`config.mk`:
```
export PLATFORM = sky130hd
export DESIGN_NAME = memory_arbiter
export DESIGN_NICKNAME = d
export VERILOG_FILES = /design/src/hw/cache_pkg.sv /design/src/hw/memory_arbiter.sv
export VERILOG_INCLUDE_DIRS = /design/src /design/src/hw
export SDC_FILE = /design/constraint.sdc
export NUM_CORES = 1
export LEC_CHECK = 0
export BUFFER_PORTS_ARGS = -buffer_cell sky130_fd_sc_hd__buf_2
export CORE_AREA = 2 2 93 95
export CTS_CLUSTER_DIAMETER = 30
export CTS_CLUSTER_SIZE = 24
export DETAILED_ROUTE_END_ITERATION = 16
export DIE_AREA = 0 0 95 97
export GPL_ROUTABILITY_DRIVEN = 0
export PLACE_DENSITY_LB_ADDON = 0.15
export SLEW_MARGIN = 20
export SYNTH_ARGS = -nofsm -noshare
export SYNTH_HDL_FRONTEND = slang
export SYNTH_SLANG_ARGS = --single-unit
```
`constraint.sdc`:
```
create_clock -name CLK -period 1.9 [get_ports CLK]
set_input_delay 0.38 -clock CLK [delete_from_list [all_inputs] [get_ports CLK]]
set_output_delay 0.38 -clock CLK [all_outputs]
set_load 0.02 [all_outputs]
```
`src/hw/cache_settings.svh`:
```
`ifndef CACHE_SETTINGS_SVH
`define CACHE_SETTINGS_SVH

// word address width, shared by every bus
`define ADDR_W 12

// lines per l1, one word each
`define NUM_LINES 16

// upper quarter of the map is io space
`define NONCACHE_START_ADDR 12'hC00

// one ram word per word address
`define RAM_DEPTH (1 << `ADDR_W)

// ram word a starts as a ^ key
`define RAM_INIT_KEY 32'h5A3C_96E1

`endif

```
`src/hw/cache_pkg.sv`:
```
`default_nettype none

`include "cache_settings.svh"

package cache_pkg;

  // address split for a direct-mapped, one-word-per-line cache
  localparam int INDEX_W = $clog2(`NUM_LINES);
  localparam int TAG_W   = `ADDR_W - INDEX_W;

  typedef logic [31:0]         word_t;  // bus data word
  typedef logic [`ADDR_W-1:0]  addr_t;  // word address
  typedef logic [INDEX_W-1:0]  index_t; // line select, low addr bits
  typedef logic [TAG_W-1:0]    tag_t;   // rest of the address

  // one cache line
  typedef struct packed {
    logic  valid;
    tag_t  tag;
    word_t data;
  } line_t;

endpackage

`default_nettype wire

```
`src/hw/memory_arbiter.sv`:
```
`timescale 1ns/1ps
`default_nettype none

module memory_arbiter
  import cache_pkg::*;
(
  input  wire        CLK,
  input  wire        i_rst_n,
  // icache master
  input  wire        i_im_cyc,
  input  wire        i_im_stb,
  input  wire        i_im_we,
  input  wire addr_t i_im_adr,
  input  wire word_t i_im_dat,
  output word_t      o_im_dat,
  output logic       o_im_ack,
  // dcache master
  input  wire        i_dm_cyc,
  input  wire        i_dm_stb,
  input  wire        i_dm_we,
  input  wire addr_t i_dm_adr,
  input  wire word_t i_dm_dat,
  output word_t      o_dm_dat,
  output logic       o_dm_ack,
  // shared memory bus
  output logic       o_mem_cyc,
  output logic       o_mem_stb,
  output logic       o_mem_we,
  output addr_t      o_mem_adr,
  output word_t      o_mem_dat,
  input  wire word_t i_mem_dat,
  input  wire        i_mem_ack
);

  logic owner_q; // 0 icache, 1 dcache
  logic last_q;  // last master that finished a transfer
  logic grant;

  // owner keeps the bus while it holds cyc
  always_comb begin
    if (owner_q ? i_dm_cyc : i_im_cyc) grant = owner_q;
    else                               grant = i_dm_cyc; // otherwise whoever asks
  end

  always_ff @(posedge CLK or negedge i_rst_n) begin
    if (!i_rst_n) begin
      owner_q <= 1'b0;
      last_q  <= 1'b1; // icache wins the first tie
    end else begin
      owner_q <= o_mem_cyc ? grant : ~last_q; // idle bus parks on the other master
      if (i_mem_ack) last_q <= grant;
    end
  end

  // request mux, no pipeline stage
  assign o_mem_cyc = grant ? i_dm_cyc : i_im_cyc;
  assign o_mem_stb = grant ? i_dm_stb : i_im_stb;
  assign o_mem_we  = grant ? i_dm_we  : i_im_we;
  assign o_mem_adr = grant ? i_dm_adr : i_im_adr;
  assign o_mem_dat = grant ? i_dm_dat : i_im_dat;

  // response only to the granted master
  assign o_im_ack = ~grant & i_mem_ack;
  assign o_dm_ack = grant & i_mem_ack;
  assign o_im_dat = grant ? '0 : i_mem_dat;
  assign o_dm_dat = grant ? i_mem_dat : '0;

endmodule

`default_nettype wire

```
Word level (Yosys, flattened, before mapping)
Cells that the tools add are included.
- bits in registers: 2
- output and inout bits: 113
- logic and storage cells: 16
- muxes and demuxes: 10
- bitwise gates (word level): 4
- operator list (kind ; count):
    $mux W32 ; 3
    $mux W12 ; 1
    $mux W1 ; 6
    $and A1 B1 Y1 ; 2
    $not A1 Y1 ; 2

Longest topological paths before layout
- depth in word-level cells: 4
- mapped depth: 6

Worst setup path after synthesis
Ideal clock, no wire load.
- kind: register -> output
- start point: reg owner_q
- end point: out o_mem_adr[10]
- arrival time: 1.195 ns
- data required time: 1.520 ns
- slack: 0.325 ns
- cell stages (with the launch flop): 6
- path buffers: 2
- cell sequence: dfrtp_1 nand2b_1 buf_6 nand2_8 buf_8 mux2_4
- cells in the longest elaborated chain, start to end: 3
- RTL lines (element ; RTL line ; RTL):
    start, declared ; memory_arbiter.sv:35 ; logic owner_q;
    start signal, assigned ; memory_arbiter.sv:50 ; owner_q <= o_mem_cyc ? grant : ~last_q;
    $mux W1 ; memory_arbiter.sv:41 ; if (owner_q ? i_dm_cyc : i_im_cyc) grant = owner_q;
    $mux W1 * ; memory_arbiter.sv:41 ;
    $mux W12 * ; memory_arbiter.sv:59 ; assign o_mem_adr = grant ? i_dm_adr : i_im_adr;
    end, declared ; memory_arbiter.sv:29 ; output addr_t o_mem_adr,
Mark *: on every way between the ends. The rest lies on a longest branch, timed or not.

Final worst setup path
- start point: reg owner_q
- end point: out o_mem_adr[2]
The elaborated chain is that of the path after synthesis.

==> flow_metrics.tcl <==
set metrics [dict create \
    dpl.hpwl_um 5551 \
    die_area_mm2 0.009215 \
    dieWidth_um 95 \
    initial_core_util_pct 16.46 \
    wl_met3_um 637 \
    grt_use_total_pct 12.33 \
    seqPwrFrac_pct 3.9 \
    wl_um 6782 \
    irDropWorstVdd_v 0.0005406 \
    fmax_mhz 533.5 \
    hold_violations 0 \
    yosysTopAreaCell "mux2_4" \
    worst_pin_slew_ns 0.2756 \
    overflow 0 \
    p_sw_share_pct 41.89 \
    ys.flop_type "dfstp_2" \
    cts_max_path_buffers 2 \
    synth_cells 136 \
    relSlewSlack_pct 81.63 \
    num_rows 33 \
    crit_arrival_ns 1.49 \
    area_growth_pct 133.4 \
    via_per_inst 4.078 \
    port_buffers 241 \
    hold_depth 2 \
    synth-seq-cells 2 \
    p_switching_mw 0.5448 \
    holdWs_ns 0.4184 \
    rsz0062_at_grt "yes" \
    die_y_um 97 \
    hold_class "in -> reg" \
    synth-adder-area-share_pct 0 \
    required_ns 1.52 \
    vias 1982 \
    grt_first_pass_wirelength_um 9190 \
    end_kind "primary output" \
    cts_tree "done" \
    ant_nets 0 \
    status "finished, final reports clean" \
    yosysMostFrequentCell "mux2_4" \
    period_share_pct 98.65 \
    synthXorXnorAreaFrac_pct 0 \
    setup_viol 0 \
    synth_top_family_by_area "multiplexers" \
    routed.top_layer "met4" \
    path_class "reg -> out" \
    grt_max_degree 36 \
    yosys.area_share.simple_pct 32.80 \
    async_flop_share_pct 100.0 \
    io_pins 242 \
    synthMuxAreaShare_pct 51.59 \
    wire_per_inst_um 13.95 \
    dpl_cell_area_mm2 0.002630 \
    slowest_delay_ns 0.35 \
    min_period_ns 1.874 \
    syn_nets 265 \
    yosys-top-cells-area "mux2_4 (52%), and3_1 (15%), and2_1 (15%), buf_8 (3.4%), buf_6 (2.5%)" \
    first_global_vias 1937 \
    worst-r2r-cell-count 4 \
    clkPwrFrac_pct 14.0 \
    clkSlewWorstSetupHoldPaths_ns 0.03 \
    worstSetupStartpointType "flop" \
    insertion_delay_ns 0.22 \
    fin_area_mm2 0.003124 \
    cp_max_fo 11 \
    totalPowerFinal_mw 1.300 \
    wl_met1_um 2306 \
    combPwrFrac_pct 82.1 \
    cts.htree.levels 1 \
    synth_area_mm2 0.001339 \
    synth_compound_area_share_pct 1.308 \
    drt_pre_antenna_iters 4 \
    numCtsBuffers 3 \
    intPower_mw 0.7556 \
    crit_path_top_delay_cell "dfrtp_1" \
    powerDensity_mw_per_mm2 416.2 \
    clock_sinks 2 \
    diodes 0 \
    synth.distinct_cells 17 \
    fin_skew_ns 0.005989 \
    avgSynthCellArea_um2 9.844 \
    cts_root_buf "clkbuf_8" \
    cp_cell_sequence "nand2b_4 > nand2_8 > buf_12 > mux2_4 > buf_2" \
    wl_met2_um 3759 \
    synth_edf_count 0 \
    maxCapViolations 0 \
    synth_common_cells "mux2_4 (46), and3_1 (33), and2_1 (32)" \
    first_iter_violations 21 \
    antenna_found_initial 0 \
    drive_above_1_share_pct 83.20 \
    seq_area_frac_synth_pct 3.832 \
    nNetsFinal 511 \
    fp.coreArea_mm2 0.008134 \
    final_util_pct 38.41 \
    leakage_nw 1.948 \
    yosysWarnings 0 \
    synth_top_area_share_pct 51.59 \
    drc 0 \
    drv_slew 0 \
]
==> sequential cells by signal, indices dropped and copies added (netlist names) <==
register  flops
last_q        1
owner_q       1
==> per-layer routing <==
layer	vias to the layer above	global-route usage, %
met5	-	0
met4	0	3.010
met3	9	1.791
met2	117	25.97
met1	884	11.83
li1	972	-
==> final timing paths <==
path                                from      endpoint  slack (ns)
worst max-delay path             owner_q  o_mem_adr[2]        0.03
worst min-delay path            i_im_cyc       owner_q        0.42
worst max register to register   owner_q        last_q        0.67
worst min register to register    last_q       owner_q        0.52
max in group asynchronous        i_rst_n        last_q        1.23
min in group asynchronous        i_rst_n       owner_q        0.48
==> final cells by class <==
cell class,instances,area (um^2)
timing repair buffer,256,1698
inverter,1,3.754
clock buffer,4,45.04
tap,105,131.4
multi-input combinational,118,1195
fill,832,5010
sequential,2,51.30
==> power groups by stage <==
| stage | logic, mW | registers (mW) | clock network (mW) |
|---|---|---|---|
| after floorplan | 0.571 | 0.0501 | 0 |
| after global placement | 0.900 | 0.0506 | 0 |
| after detailed placement | 0.898 | 0.0505 | 0 |
| after CTS | 0.974 | 0.0504 | 0.184 |
| after global routing | 1.13 | 0.0512 | 0.194 |
| final | 1.07 | 0.0503 | 0.183 |
==> what timing repair did <==
item                                   CTS  global route
setup buffers                            4             1
pin swaps                                1             2
gates cloned                             3             2
gates resized for setup                 23            84
setup endpoints to repair               43            73
endpoints found under the hold margin    1             0
hold buffers                             1             0
==> critical path, delay by kind of cell, from the launching register on <==
kind	cells	cell delay (ns)
mux	1	0.30
buf+inv	2	0.31
flops	1	0.35
simple gates	2	0.31
==> layout by cell type (no fill, tap or decap) <==
master           n
and2_1          24
a21oi_1          1
o21ai_0          1
inv_1            1
a21o_1           1
dlygate4sd3_1    1
clkbuf_1         1
mux2_4          46
nand2b_4         1
buf_6           43
and2_4           8
clkbuf_16        1
and3_1          33
buf_2          193
or2_2            1
clkbuf_8         3
nand2_8          2
buf_12           3
buf_4           13
buf_16           2
dfstp_2          1
dfrtp_1          1
==> cell families after synthesis <==
kind of cell    Yosys count
compound gates            3
buf+inv                  17
flops                     2
mux                      46
simple gates             68
==> per-stage QoR <==
step	cells	setup slack, ns	setup TNS, ns
floorplan	136	0.3248	0
detailed placement	473	0.02806	0
global placement	473	0.03838	0
CTS	485	-0.009220	-0.06190
global route	486	-0.04502	-1.074
finish	486	0.02569	0
Note: power is estimated with default switching activity, not from simulation.
