===== src/hw/cache_settings.svh =====
`ifndef CACHE_SETTINGS_SVH
`define CACHE_SETTINGS_SVH

// word address width, shared by every bus
`define ADDR_W 12

// lines per l1, one word each
`define NUM_LINES 16

// upper quarter of the map is io space
`define NONCACHE_START_ADDR 12'hC00

// one ram word per word address
`define RAM_DEPTH (1 << `ADDR_W)

// ram word a starts as a ^ key
`define RAM_INIT_KEY 32'h5A3C_96E1

`endif


===== src/hw/cache_pkg.sv =====
`default_nettype none

`include "cache_settings.svh"

package cache_pkg;

  // address split for a direct-mapped, one-word-per-line cache
  localparam int INDEX_W = $clog2(`NUM_LINES);
  localparam int TAG_W   = `ADDR_W - INDEX_W;

  typedef logic [31:0]         word_t;  // bus data word
  typedef logic [`ADDR_W-1:0]  addr_t;  // word address
  typedef logic [INDEX_W-1:0]  index_t; // line select, low addr bits
  typedef logic [TAG_W-1:0]    tag_t;   // rest of the address

  // one cache line
  typedef struct packed {
    logic  valid;
    tag_t  tag;
    word_t data;
  } line_t;

endpackage

`default_nettype wire


===== src/hw/l1_cache.sv =====
`timescale 1ns/1ps
`default_nettype none

`include "cache_settings.svh"

module l1_cache
  import cache_pkg::*;
(
  input  wire        CLK,
  input  wire        i_rst_n,
  input  wire        i_clear,      // invalidate all lines
  output logic       o_clear_done, // one-cycle pulse at the end of a clear
  // cpu side, wishbone slave
  input  wire        i_cpu_cyc,
  input  wire        i_cpu_stb,
  input  wire        i_cpu_we,
  input  wire addr_t i_cpu_adr,
  input  wire word_t i_cpu_dat,
  output word_t      o_cpu_dat,
  output logic       o_cpu_ack,
  // memory side, wishbone master
  output logic       o_mem_cyc,
  output logic       o_mem_stb,
  output logic       o_mem_we,
  output addr_t      o_mem_adr,
  output word_t      o_mem_dat,
  input  wire word_t i_mem_dat,
  input  wire        i_mem_ack
);

  typedef enum logic [2:0] {
    S_IDLE,   // wait for cpu request or clear
    S_LOOKUP, // tag compare on the latched address
    S_MEM,    // one downstream transfer
    S_RESP,   // ack the cpu after memory
    S_CLEAR   // walk all lines
  } state_e;

  state_e state_q;
  line_t  lines [`NUM_LINES];

  addr_t  req_adr_q;    // latched request
  word_t  req_dat_q;
  logic   req_we_q;
  word_t  rdata_q;      // word returned by memory
  index_t clr_idx_q;    // line being invalidated
  logic   clear_q;      // i_clear last cycle, for edge detect
  logic   clear_pend_q; // clear seen while busy
  logic   clear_done_q;

  index_t req_idx;
  tag_t   req_tag;
  line_t  cur_line;
  logic   noncache;
  logic   hit;
  logic   rd_hit;
  logic   cpu_req;
  logic   clear_rise;

  assign req_idx    = req_adr_q[INDEX_W-1:0];
  assign req_tag    = req_adr_q[`ADDR_W-1:INDEX_W];
  assign cur_line   = lines[req_idx];
  assign noncache   = (req_adr_q >= `NONCACHE_START_ADDR); // io space never cached
  assign hit        = ~noncache & cur_line.valid & (cur_line.tag == req_tag);
  assign rd_hit     = hit & ~req_we_q;
  assign cpu_req    = i_cpu_cyc & i_cpu_stb;
  assign clear_rise = i_clear & ~clear_q;

  // control and line state
  always_ff @(posedge CLK or negedge i_rst_n) begin
    if (!i_rst_n) begin
      state_q      <= S_IDLE;
      clr_idx_q    <= '0;
      clear_q      <= 1'b0;
      clear_pend_q <= 1'b0;
      clear_done_q <= 1'b0;
      for (int i = 0; i < `NUM_LINES; i++) begin
        lines[i] <= '0; // all lines invalid out of reset
      end
    end else begin
      clear_q      <= i_clear;
      clear_done_q <= 1'b0;
      if (clear_rise) clear_pend_q <= 1'b1; // remember until idle

      case (state_q)
        S_IDLE: begin
          if (clear_pend_q || clear_rise) begin // clear beats a cpu request
            clear_pend_q <= 1'b0;
            clr_idx_q    <= '0;
            state_q      <= S_CLEAR;
          end else if (cpu_req) begin
            state_q <= S_LOOKUP;
          end
        end
        S_LOOKUP: begin
          state_q <= rd_hit ? S_IDLE : S_MEM; // read hit acks right here
        end
        S_MEM: begin
          if (i_mem_ack) begin
            state_q <= S_RESP;
            if (!req_we_q && !noncache) begin
              // read miss fill
              lines[req_idx] <= '{valid: 1'b1, tag: req_tag, data: i_mem_dat};
            end else if (req_we_q && hit) begin
              lines[req_idx].data <= req_dat_q; // write hit, no allocate on miss
            end
          end
        end
        S_RESP: begin
          state_q <= S_IDLE;
        end
        S_CLEAR: begin
          lines[clr_idx_q].valid <= 1'b0;
          clr_idx_q <= clr_idx_q + 1'b1;
          if (clr_idx_q == index_t'(`NUM_LINES - 1)) begin
            clear_done_q <= 1'b1; // last line done
            state_q      <= S_IDLE;
          end
        end
        default: state_q <= S_IDLE;
      endcase
    end
  end

  // request and response payload
  always_ff @(posedge CLK) begin
    if (state_q == S_IDLE && cpu_req) begin
      req_adr_q <= i_cpu_adr;
      req_dat_q <= i_cpu_dat;
      req_we_q  <= i_cpu_we;
    end
    if (state_q == S_MEM && i_mem_ack) rdata_q <= i_mem_dat;
  end

  assign o_cpu_ack = (state_q == S_LOOKUP && rd_hit) || (state_q == S_RESP);
  assign o_cpu_dat = (state_q == S_LOOKUP) ? cur_line.data : rdata_q;

  // downstream request held for the whole memory state
  assign o_mem_cyc = (state_q == S_MEM);
  assign o_mem_stb = (state_q == S_MEM);
  assign o_mem_we  = (state_q == S_MEM) & req_we_q;
  assign o_mem_adr = req_adr_q;
  assign o_mem_dat = req_dat_q;

  assign o_clear_done = clear_done_q;

endmodule

`default_nettype wire


===== config.mk =====
export PLATFORM = sky130hd
export DESIGN_NAME = l1_cache
export DESIGN_NICKNAME = d
export VERILOG_FILES = /design/src/hw/cache_pkg.sv /design/src/hw/l1_cache.sv
export VERILOG_INCLUDE_DIRS = /design/src /design/src/hw
export SDC_FILE = /design/constraint.sdc
export NUM_CORES = 1
export LEC_CHECK = 0
export ABC_AREA = 1
export CAP_MARGIN = 15
export CORE_ASPECT_RATIO = 0.9
export CORE_MARGIN = 2
export CORE_UTILIZATION = 35
export CTS_BUF_LIST = sky130_fd_sc_hd__clkbuf_4 sky130_fd_sc_hd__clkbuf_8 sky130_fd_sc_hd__clkbuf_16
export DETAILED_ROUTE_END_ITERATION = 8
export DONT_BUFFER_PORTS = 1
export PLACE_DENSITY = 0.45
export SYNTH_ARGS = -nofsm -noshare
export SYNTH_HDL_FRONTEND = slang
export SYNTH_SLANG_ARGS = --single-unit

===== constraint.sdc =====
create_clock -name CLK -period 6.1 [get_ports CLK]
set_input_delay 1.22 -clock CLK [delete_from_list [all_inputs] [get_ports CLK]]
set_output_delay 1.22 -clock CLK [all_outputs]
set_load 0.02 [all_outputs]

Word-level counts from Yosys, hierarchy flattened
Cells that the tools add are included.

Input bits: 83. Output and inout port bits: 81. Word-level logic and storage cells: 132. Flip-flop bits (word level): 743.

Reduce and logical (&&, ||, !) cells: 17. Eq/ne operators: 11. Magnitude comparators: 5. Bitwise gates (word level): 11. Muxes and demuxes: 30. Add/sub/neg operators: 1.

Operators by type and width (count): 656-bit bitwise mux (3); 656-bit 2-to-1 mux (3); 656-bit one-hot mux with 2 select lines (1); 41-bit demux with 4-bit select (3); 41-bit binary-select mux with 4-bit select (1); 41-bit 2-to-1 mux (4); 32-bit 2-to-1 mux (2); 12-bit >= comparator (second input constant) (1); 3-bit 2-to-1 mux (4); 3-bit one-hot mux with 4 select lines (1); 5-bit >= comparator (second input constant) (2); 5-bit by 1-bit less-than comparator with 1-bit output (second input constant) (2); 4-bit NOT with 5-bit output (2); 8-bit == test (1); 4-bit one-hot mux with 2 select lines (1); 1-bit logical AND (7); 1-bit AND (6); 3-bit by 2-bit == test with 1-bit output (second input constant) (2); 3-bit AND reduction (2); 1-bit 2-to-1 mux (5); 4-bit by 1-bit adder with 4-bit output (second input constant) (1); 4-bit == test (second input constant) (1); 4-bit 2-to-1 mux (1); 2-bit != test (second input constant) (2); other kinds (12) (17).

Logic depth before layout (Yosys ltp)
Gate-level depths: netlist of run 1.

Word-level depth: 11. Depth in mapped cells: 22. Mapped depth without buffers: 19.

Worst setup path before layout of run 1
Ideal clock, no wire load.

Path kind: register to output. Start point: reg req_adr_q[0], in the netlist o_mem_adr[0]. End point: out o_cpu_dat[1]. Buffers on the path: 5. Arrival: 2.486 ns. Required time: 4.880 ns. Slack: 2.394 ns. Cell stages (with the launch flop): 11. Cells stage by stage: edfxtp_1 buf_4 buf_6 nor2_1 buf_2 clkbuf_1 clkbuf_1 a22oi_1 a21boi_0 nor4_1 o21ai_0.

Longest elaborated chain between the ends: 5.

Ends and longest elaborated chain: from (decl) (RTL line l1_cache.sv:42) `addr_t req_adr_q;`; from (signal assigned) (RTL line l1_cache.sv:128) `req_adr_q <= i_cpu_adr;`; 4-bit NOT with 5-bit output (not written as such) (RTL line l1_cache.sv:62) `assign cur_line = lines[req_idx];`; 41-bit binary-select mux with 4-bit select (RTL line l1_cache.sv:62); 41-bit 2-to-1 mux (not written as such) (2 in series) (RTL line l1_cache.sv:62); 32-bit 2-to-1 mux (RTL line l1_cache.sv:136) `assign o_cpu_dat = (state_q == S_LOOKUP) ? cur_line.data : rdata_q;`; to (decl) (RTL line l1_cache.sv:19) `output word_t o_cpu_dat,`.

Every way passes these cells. The select of a mux whose other input is x is not followed.

Final worst setup path of run 1
Start point: reg req_adr_q[0], in the netlist o_mem_adr[0]. End point: out o_cpu_dat[16].

Same word-level chain as after synthesis.

==> summary by stage, run 1 <==
Outcome
The flow ran to the end, but the final reports show violations. The checks that failed: max-slew violations.

Run
The max-capacitance violation count is 0.

Floorplanning
The initial core utilization is between 30% and 40%. Pin placement for this block handled 164 I/O pins. From left edge to right edge, the die measures 324.6 um. Measured along the y axis, the die boundary spans approximately 290 um. The core outline area is 0.09144 mm2. The number of placement rows is between 100 and 150. The die covers 0.09496 mm2.

Pwr
Summed over all cells, the static leakage comes to 16.73 nW. The power per standard cell area is approximately 500 mW/mm2. The peak supply drop is between 0.2 and 0.3 mV.

Yosys
Of the post-synthesis cell area, the part taken by muxes is less than 1%. In the synthesized netlist the dominant register cell turns out to be dfrtp_1. Of the total synthesized cell area, the portion taken by XOR and XNOR cells is 0%. The area share of the leading cell type in the synthesized netlist is between 50 and 60%. Yosys mapped the design onto 39 distinct sky130hd cell types.

The share of the synthesized area in compound gates (AO/OA/AOI/OAI) is between 10% and 20%. After Yosys synthesis, full adders, half adders and majority gates account for less than 1% of the synthesized area. The synthesis warning total is 0. The number of synthesized flops with an enable pin is 77.

Synthesis produced a netlist whose cell count is about 3,500. The dominant cell type by area after synthesis is dfrtp_1. The flip-flop and latch count after synthesis is approximately 740. The summed instance area of the synthesized netlist is around 0.032 mm2.

The library cell with the highest instance count after synthesis is nand2_1. Of the total synthesized cell area, the portion taken by AND, OR, NAND and NOR gates is around 18%. The average footprint of a synthesized cell is between 9 and 10 um2. After synthesis, flip-flops and latches occupy between 50% and 60% of the total area. The async set or reset register ratio after synthesis is around 90%. The main combinational cell family by area after synthesis is simple AND/OR/NAND/NOR gates. The synthesized net count is approximately 3,600.

The commonest cells after synthesis are nand2_1, dfrtp_1, o21ai_1. After synthesis, the cell types taking the most area are dfrtp_1, nand2_1, edfxtp_1.

Routing
The first-iteration detailed-routing DRC count is around 2,400. The total detailed-routing wirelength is roughly 110,000 um. The number of detailed-routing iterations run before antenna repair is 6. For this run, design rule violations remaining after detail routing come to 0.

The antenna violation net count after detailed routing is 0. The routed layout has 25,939 vias. Dividing the detail-routed via count by the number of cells gives between 5 and 6. The average wire per standard cell is about 23 um.

STA
The final critical delay including setup and external delays is about 5400 ps. The number of pins with negative max-slew slack in the final report is approximately 340. The worst hold slack across all endpoints is roughly 280 ps. Adding up every negative setup slack in the final design gives 0 ps.

The worst pin sits at a relative slew slack of -26.46%. Setup violations remaining at the end of the flow were counted as 0. The post-route clock period utilization is 88.87%.

On the final layout, the worst clock skew is about 54 ps. Setup repair after global routing left no endpoint under its margin. The number of endpoints with negative hold slack in the final report is 0. The maximum operating frequency is 184.5 MHz. The transition time at the pin with the least slew margin is around 1900 ps.

Finish
The repair_antennas step left the layout with diodes totalling 0. The count of placed standard cells in the final layout, fillers left out is between 4,000 and 5,000. The net count of the finished layout is 3,529. The area growth from synthesis to layout is 13.37%. The share of cells above drive strength 1 is between 8 and 9%. Measured on the finished design, the core utilization comes to between 40% and 50%.

GRT
The via count of the first global-routing pass is roughly 26,000. Global routing consumed, over all layers together, about a quarter of the routing resources. Entering global routing, the biggest net connects 667 pins. The number of antenna violations at the first check in global routing is 1. The wire length of the first global-routing pass is 170,100 um.

The remaining global-route overflow is 0.

Worst setup path
The largest stage delay on the critical path is approximately 1000 ps. The slowest stage cell on the critical path is nor4_1. The highest net fanout along the worst path is 104.

STA puts the critical path data required time at 4880 ps. The sum of buffers and inverters on the critical path is 3. The kind of end point of the critical path is an output port. The critical path arrival is ~4200 ps.

The signal on the critical path passes through nand2_1 > inv_4 > buf_12 > a22oi_1 > a21oi_1 > nor4_1 > o21ai_0 > buf_4. The class of the most critical setup path is flip-flop to output port. The cell family contributing the most delay on the critical path is simple AND/OR/NAND/NOR gates. STA classifies the critical path startpoint as a flip-flop.

Place
After legalization and detailed placement, the total HPWL measured approximately 64,000 um. Buffers placed on the I/O ports in this run total 0. The congestion estimate from routability-driven global placement came to about 0.83. In this run, placement finished with an instance count of approximately 4,600.

Clock network
Once the clock tree was built, the resizer swapped 0 gates to a different size. Buffers inserted to repair hold after CTS numbered 0. The clock passes through at most 3 buffers. Clock-pin slew was measured on the worst setup and hold paths at around 60 ps. The clock buffer count from CTS is between 80 and 90. The setup fix buffers added after clock tree synthesis is 0. The clock tree root driver cell is clkbuf_16. For the worst-skew pair, the clock arrives at the later sink with an insertion delay of around 660 ps. The CTS sink count is 743. The H-tree was split into 3 levels. TritonCTS built the clock tree.

Worst hold path
The type of the tightest min-delay check is primary input to async pin.
-- registers in the layout, summed over array words and instances (netlist names) --
name	cells
lines	656
o_mem_dat	32
rdata_q	32
o_mem_adr	12
clr_idx_q	4
state_q	3
clear_pend_q	1
clear_q	1
o_clear_done	1
req_we_q	1
-- area by class of cell --
type	instances	area (um2)
Timing Repair Buffer	110	938.4
Sequential cell	743	18980
Multi-Input combinational cell	2426	12030
Fill cell	9165	54730
Tap cell	1230	1539
Clock inverter	25	306.5
Clock buffer	129	2624
Inverter	77	294.0
-- routing by layer --
metal / global-route usage, % / vias up / share of wire, %
met4: 6.199 / 0 / 2.4
met1: 34.64 / 13049 / 48
met5: 0 / - / 0
met2: 35.36 / 836 / 44
met3: 3.840 / 168 / 5.9
li1: - / 11886 / -
-- power by group --
part | leakage [nW] | internal (mW) | switching (mW)
registers | 9.39 | 7.24 | 1.29
clock network | 1.48 | 3.15 | 2.16
logic | 5.85 | 1.71 | 2.89
total | 16.7 | 12.1 | 6.35
-- placed cells by master (no fill, tap or decap), types with 8 or more instances in the layout --
cell type,netlist,final
a21boi_0,12,12
a21o_1,8,8
a21oi_1,104,102
a22oi_1,256,256
a2bb2oi_1,12,12
buf_12,0,9
buf_4,7,101
clkbuf_16,0,87
clkbuf_4,0,21
clkbuf_8,0,21
clkinv_2,0,15
dfrtp_1,666,666
edfxtp_1,77,77
inv_1,67,67
mux2i_1,32,29
nand2_1,1157,1155
nand3_1,60,59
nand3_4,12,15
nand4_1,61,61
nor2_1,58,53
nor3_1,14,13
nor4_1,21,20
o21ai_0,166,166
o21ai_1,420,420
-- worst paths after layout --
check / slack, ps / end / from / depth (start not counted)
worst max-delay path: 680 / o_cpu_dat[16] / o_mem_adr[0] / 8
worst min-delay path: 280 / lines[377] / i_rst_n / 0
worst max register to register: 1430 / lines[462] / o_mem_adr[0] / 15
worst min register to register: 470 / lines[323] / lines[323] / 2
max in group asynchronous: 4310 / lines[406] / i_rst_n / 0
min in group CLK: 470 / lines[323] / lines[323] / 2
-- metrics by stage --
step                power, mW  worst slack (ps)  cell area, um2
finish                  18.44             679.1           36710
global route            19.71             366.7           36710
CTS                     18.56             586.7           36700
detailed placement      13.18              1315           33770
global placement        12.99              1394           33750
floorplan               11.63              2394           32380
-- cell families (layout without fill, tap and decap cells) --
group,Yosys count,in the layout
flops,743,743
buf+inv,345,341
compound gates,993,993
fa+ha+maj,4,4
mux,32,32
simple gates,1397,1397
Note: power is estimated with default switching activity, not from simulation.
==> run 2, diff against run 1 <==
MAX_ROUTING_LAYER = met4   (was unset)
==> summary by stage, run 2 (synthesized netlist as in run 1, its figures left out) <==
Pwr
The share of total power in the clock network came to 28.8% (about the same). The peak supply drop is 0.2501 mV (was 0.2508 mV). The net switching share of the total power was 34.41% (about the same). The proportion of power drawn by combinational gates was 25.0% (about the same). The switching power summed over all nets was 6.345 mW (about the same). The leakage power summed over all cells was 16.73 nW (unchanged). The share of total power in sequential cells was 46.2% (about the same). The design internal power is 12.10 mW (about the same). The power per standard cell area is 502.5 mW/mm2 (was 502.4 mW/mm2).

Clock network
The number of H-tree branching levels came to 3 (unchanged). The number of gates given a new drive strength after cts was 0 (unchanged). The clock transition at the registers of the reported paths came to 60 ps (about the same).

The number of buffers inserted for hold repair after clock tree synthesis was 0 (unchanged). The CTS sink count was 743 (unchanged). The clock tree from TritonCTS is yes (unchanged). The clock buffer count from CTS is 84 (unchanged).

The buffer levels on the longest clock path was 3 (unchanged). The clock tree root driver cell is clkbuf_16 (unchanged). The setup fix buffers added after clock tree synthesis is 0 (unchanged). The clock latency reported for the late side of the worst-skew pair is 670 ps (was 660 ps).

STA
The transition time at the pin with the least slew margin is 3092 ps (was 1897 ps). The number of pins with negative max-slew slack in the final report came to 366 (was 343). The total of endpoints with negative setup slack in the final report is 0 (unchanged). RSZ-0062 raised after global routing: no (unchanged). The total negative setup slack is 0 ps (unchanged). The final critical delay including setup and external delays is 5424 ps (was 5421 ps). The worst hold slack across all endpoints is 277.0 ps (was 282.8 ps). The relative slew slack came to -106.1% (was -26.46%). The setup clock skew after layout is 53.15 ps (was 53.71 ps).

The maximum operating frequency was 184.4 MHz (was 184.5 MHz). The post-route clock period utilization is 88.92% (was 88.87%). The number of endpoints with negative hold slack in the final report is 0 (unchanged). The slack of the critical path is 675.9 ps (was 679.1 ps).

GRT
The total routing usage reported by global routing was 24.08% (was 23.36%). The wire length of the first global-routing pass is 170,100 um (about the same). The number of antenna violations at the first check in global routing is 1 (unchanged). The via count of the first global-routing pass is 25,809 (was 25,825). The largest net degree at the start of global routing was 667 (unchanged).

The remaining global-route overflow is 0 (unchanged).

Finish
The layout overhead on the synthesized area is 13.37% (unchanged). The flip-flop count of the largest register, all copies and words added is 656 (unchanged). The final design utilization is 40.14% (unchanged). The share of cells above drive strength 1 is 8.917% (unchanged). The design area is 0.03671 mm2 (unchanged). The register containing the most flip-flops in the final layout was lines (unchanged). The most common cell after layout, fill and taps aside is nand2_1 (unchanged). The number of antenna cells inserted is 0 (unchanged).

Most used cells in the layout excluding fill and tap cells: nand2_1, dfrtp_1, o21ai_1 (unchanged). The final net count came to 3,529 (unchanged).

Place
The quantity of I/O buffers inserted on ports came to 0 (unchanged). The cell area after placement is 0.03377 mm2 (unchanged). The half-perimeter wire length after detailed placement is 64,100 um (unchanged).

The final weighted congestion of routability-driven global placement is 0.8387 (was 0.8262). The post-place setup slack came to 1315 ps (unchanged).

Worst setup path
The capture instance of the worst register-to-register path is lines[462] (unchanged). The kind of end point of the critical path was an output port (unchanged). The highest net fanout along the worst path is 104 (unchanged). The class of the most critical setup path is flip-flop to output port (unchanged). The required time reported for the critical path endpoint was 4880 ps (about the same). The cell depth of the worst flop-to-flop path is 15 (unchanged). The start of the worst register-to-register path is o_mem_adr[0] (unchanged). The critical path launch point type is a flip-flop (unchanged). The register-to-register path setup slack is 1410 ps (was 1430 ps). The critical path arrival is 4200 ps (about the same).

Outcome
Violations in the final reports: max-slew violations (unchanged). Status: complete, but fails checks (unchanged).

Floorplanning
The number of placement rows came to 105 (unchanged). The core outline area was 0.09144 mm2 (unchanged). The die footprint is 0.09496 mm2 (unchanged). The height of the die is 292.5 um (unchanged). The number of top-level design ports is 164 (unchanged). The horizontal die dimension was 324.6 um (unchanged). The initial core utilization came to 35.41% (unchanged).

Routing
The antenna violation net count after detailed routing came to 0 (unchanged). The total detailed-routing wirelength was 111,200 um (was 111,100 um). The number of vias per cell came to 5.459 (was 5.472). The number of detailed-routing iterations run before antenna repair is 5 (was 6). The number of remaining DRC errors is 0 (unchanged). The first-iteration detailed-routing DRC count was 2,440 (was 2,377). The average wire per standard cell is 23.46 um (was 23.44 um). The via count of the routed design is 25,874 (was 25,939).

Worst hold path
The type of the tightest min-delay check is primary input to async pin (unchanged).

Run
The max-capacitance violation count came to 0 (unchanged).
[run 2: cell counts in the layout (fill, tap and decap cells not counted)]
No cell type changed its count.
[run 2: final cells by class]
| class | count | area, um2 |
|---|---|---|
| clock buffers | 129 | 2624 |
| clock inverters | 25 | 306.5 |
| fillers | 9165 | 54730 |
| inverters | 77 | 294.0 |
| multi-input cells | 2426 | 12030 |
| flip-flops and latches | 743 | 18980 |
| well taps | 1230 | 1539 |
| repair buffers | 110 | 938.4 |
[run 2: stage by stage]
step	instances	total power, mW
floorplan	3514	11.63
global placement	4583	12.99
detailed placement	4585	13.18
CTS	4739	18.56
global route	4740	19.71
finish	4740	18.44
[run 2: how the worst max path moves through the flow]
stage / start / to / slack [ps] / cells past startpoint
after floorplan: o_mem_adr[0] / o_cpu_dat[1] / 2390 / 10
after global placement: o_mem_adr[0] / o_cpu_dat[31] / 1390 / 8
after detailed placement: o_mem_adr[0] / o_cpu_dat[31] / 1320 / 8
after CTS: o_mem_adr[0] / o_cpu_dat[31] / 590 / 8
after global routing: o_mem_adr[0] / o_cpu_dat[31] / 370 / 8
final: o_mem_adr[0] / o_cpu_dat[7] / 680 / 8
[run 2: power groups by stage]
stage	Combinational (mW)	Clock [mW]	Sequential [mW]
final	4.60	5.31	8.53
after global routing	5.28	5.64	8.79
after CTS	4.63	5.43	8.50
after detailed placement	4.63	0	8.55
after global placement	4.50	0	8.49
after floorplan	3.43	0	8.20
[run 2: worst max-delay path, stage by stage (launching register included)]
cell,delay (ps)
edfxtp_1,620
nand2_1,440
inv_4,300
buf_12,370
a22oi_1,270
a21oi_1,100
a21o_1,200
nor4_1,890
a21oi_1,310
[run 2: metal layers]
layer	track usage (%)	share of wire, %	routed length (um)	vias to the layer above
li1	-	-	-	11895
met1	34.77	49	53960	12998
met2	35.43	44	48440	809
met3	3.664	5.6	6238	172
met4	6.098	2.3	2575	0
met5	-	0	0	-
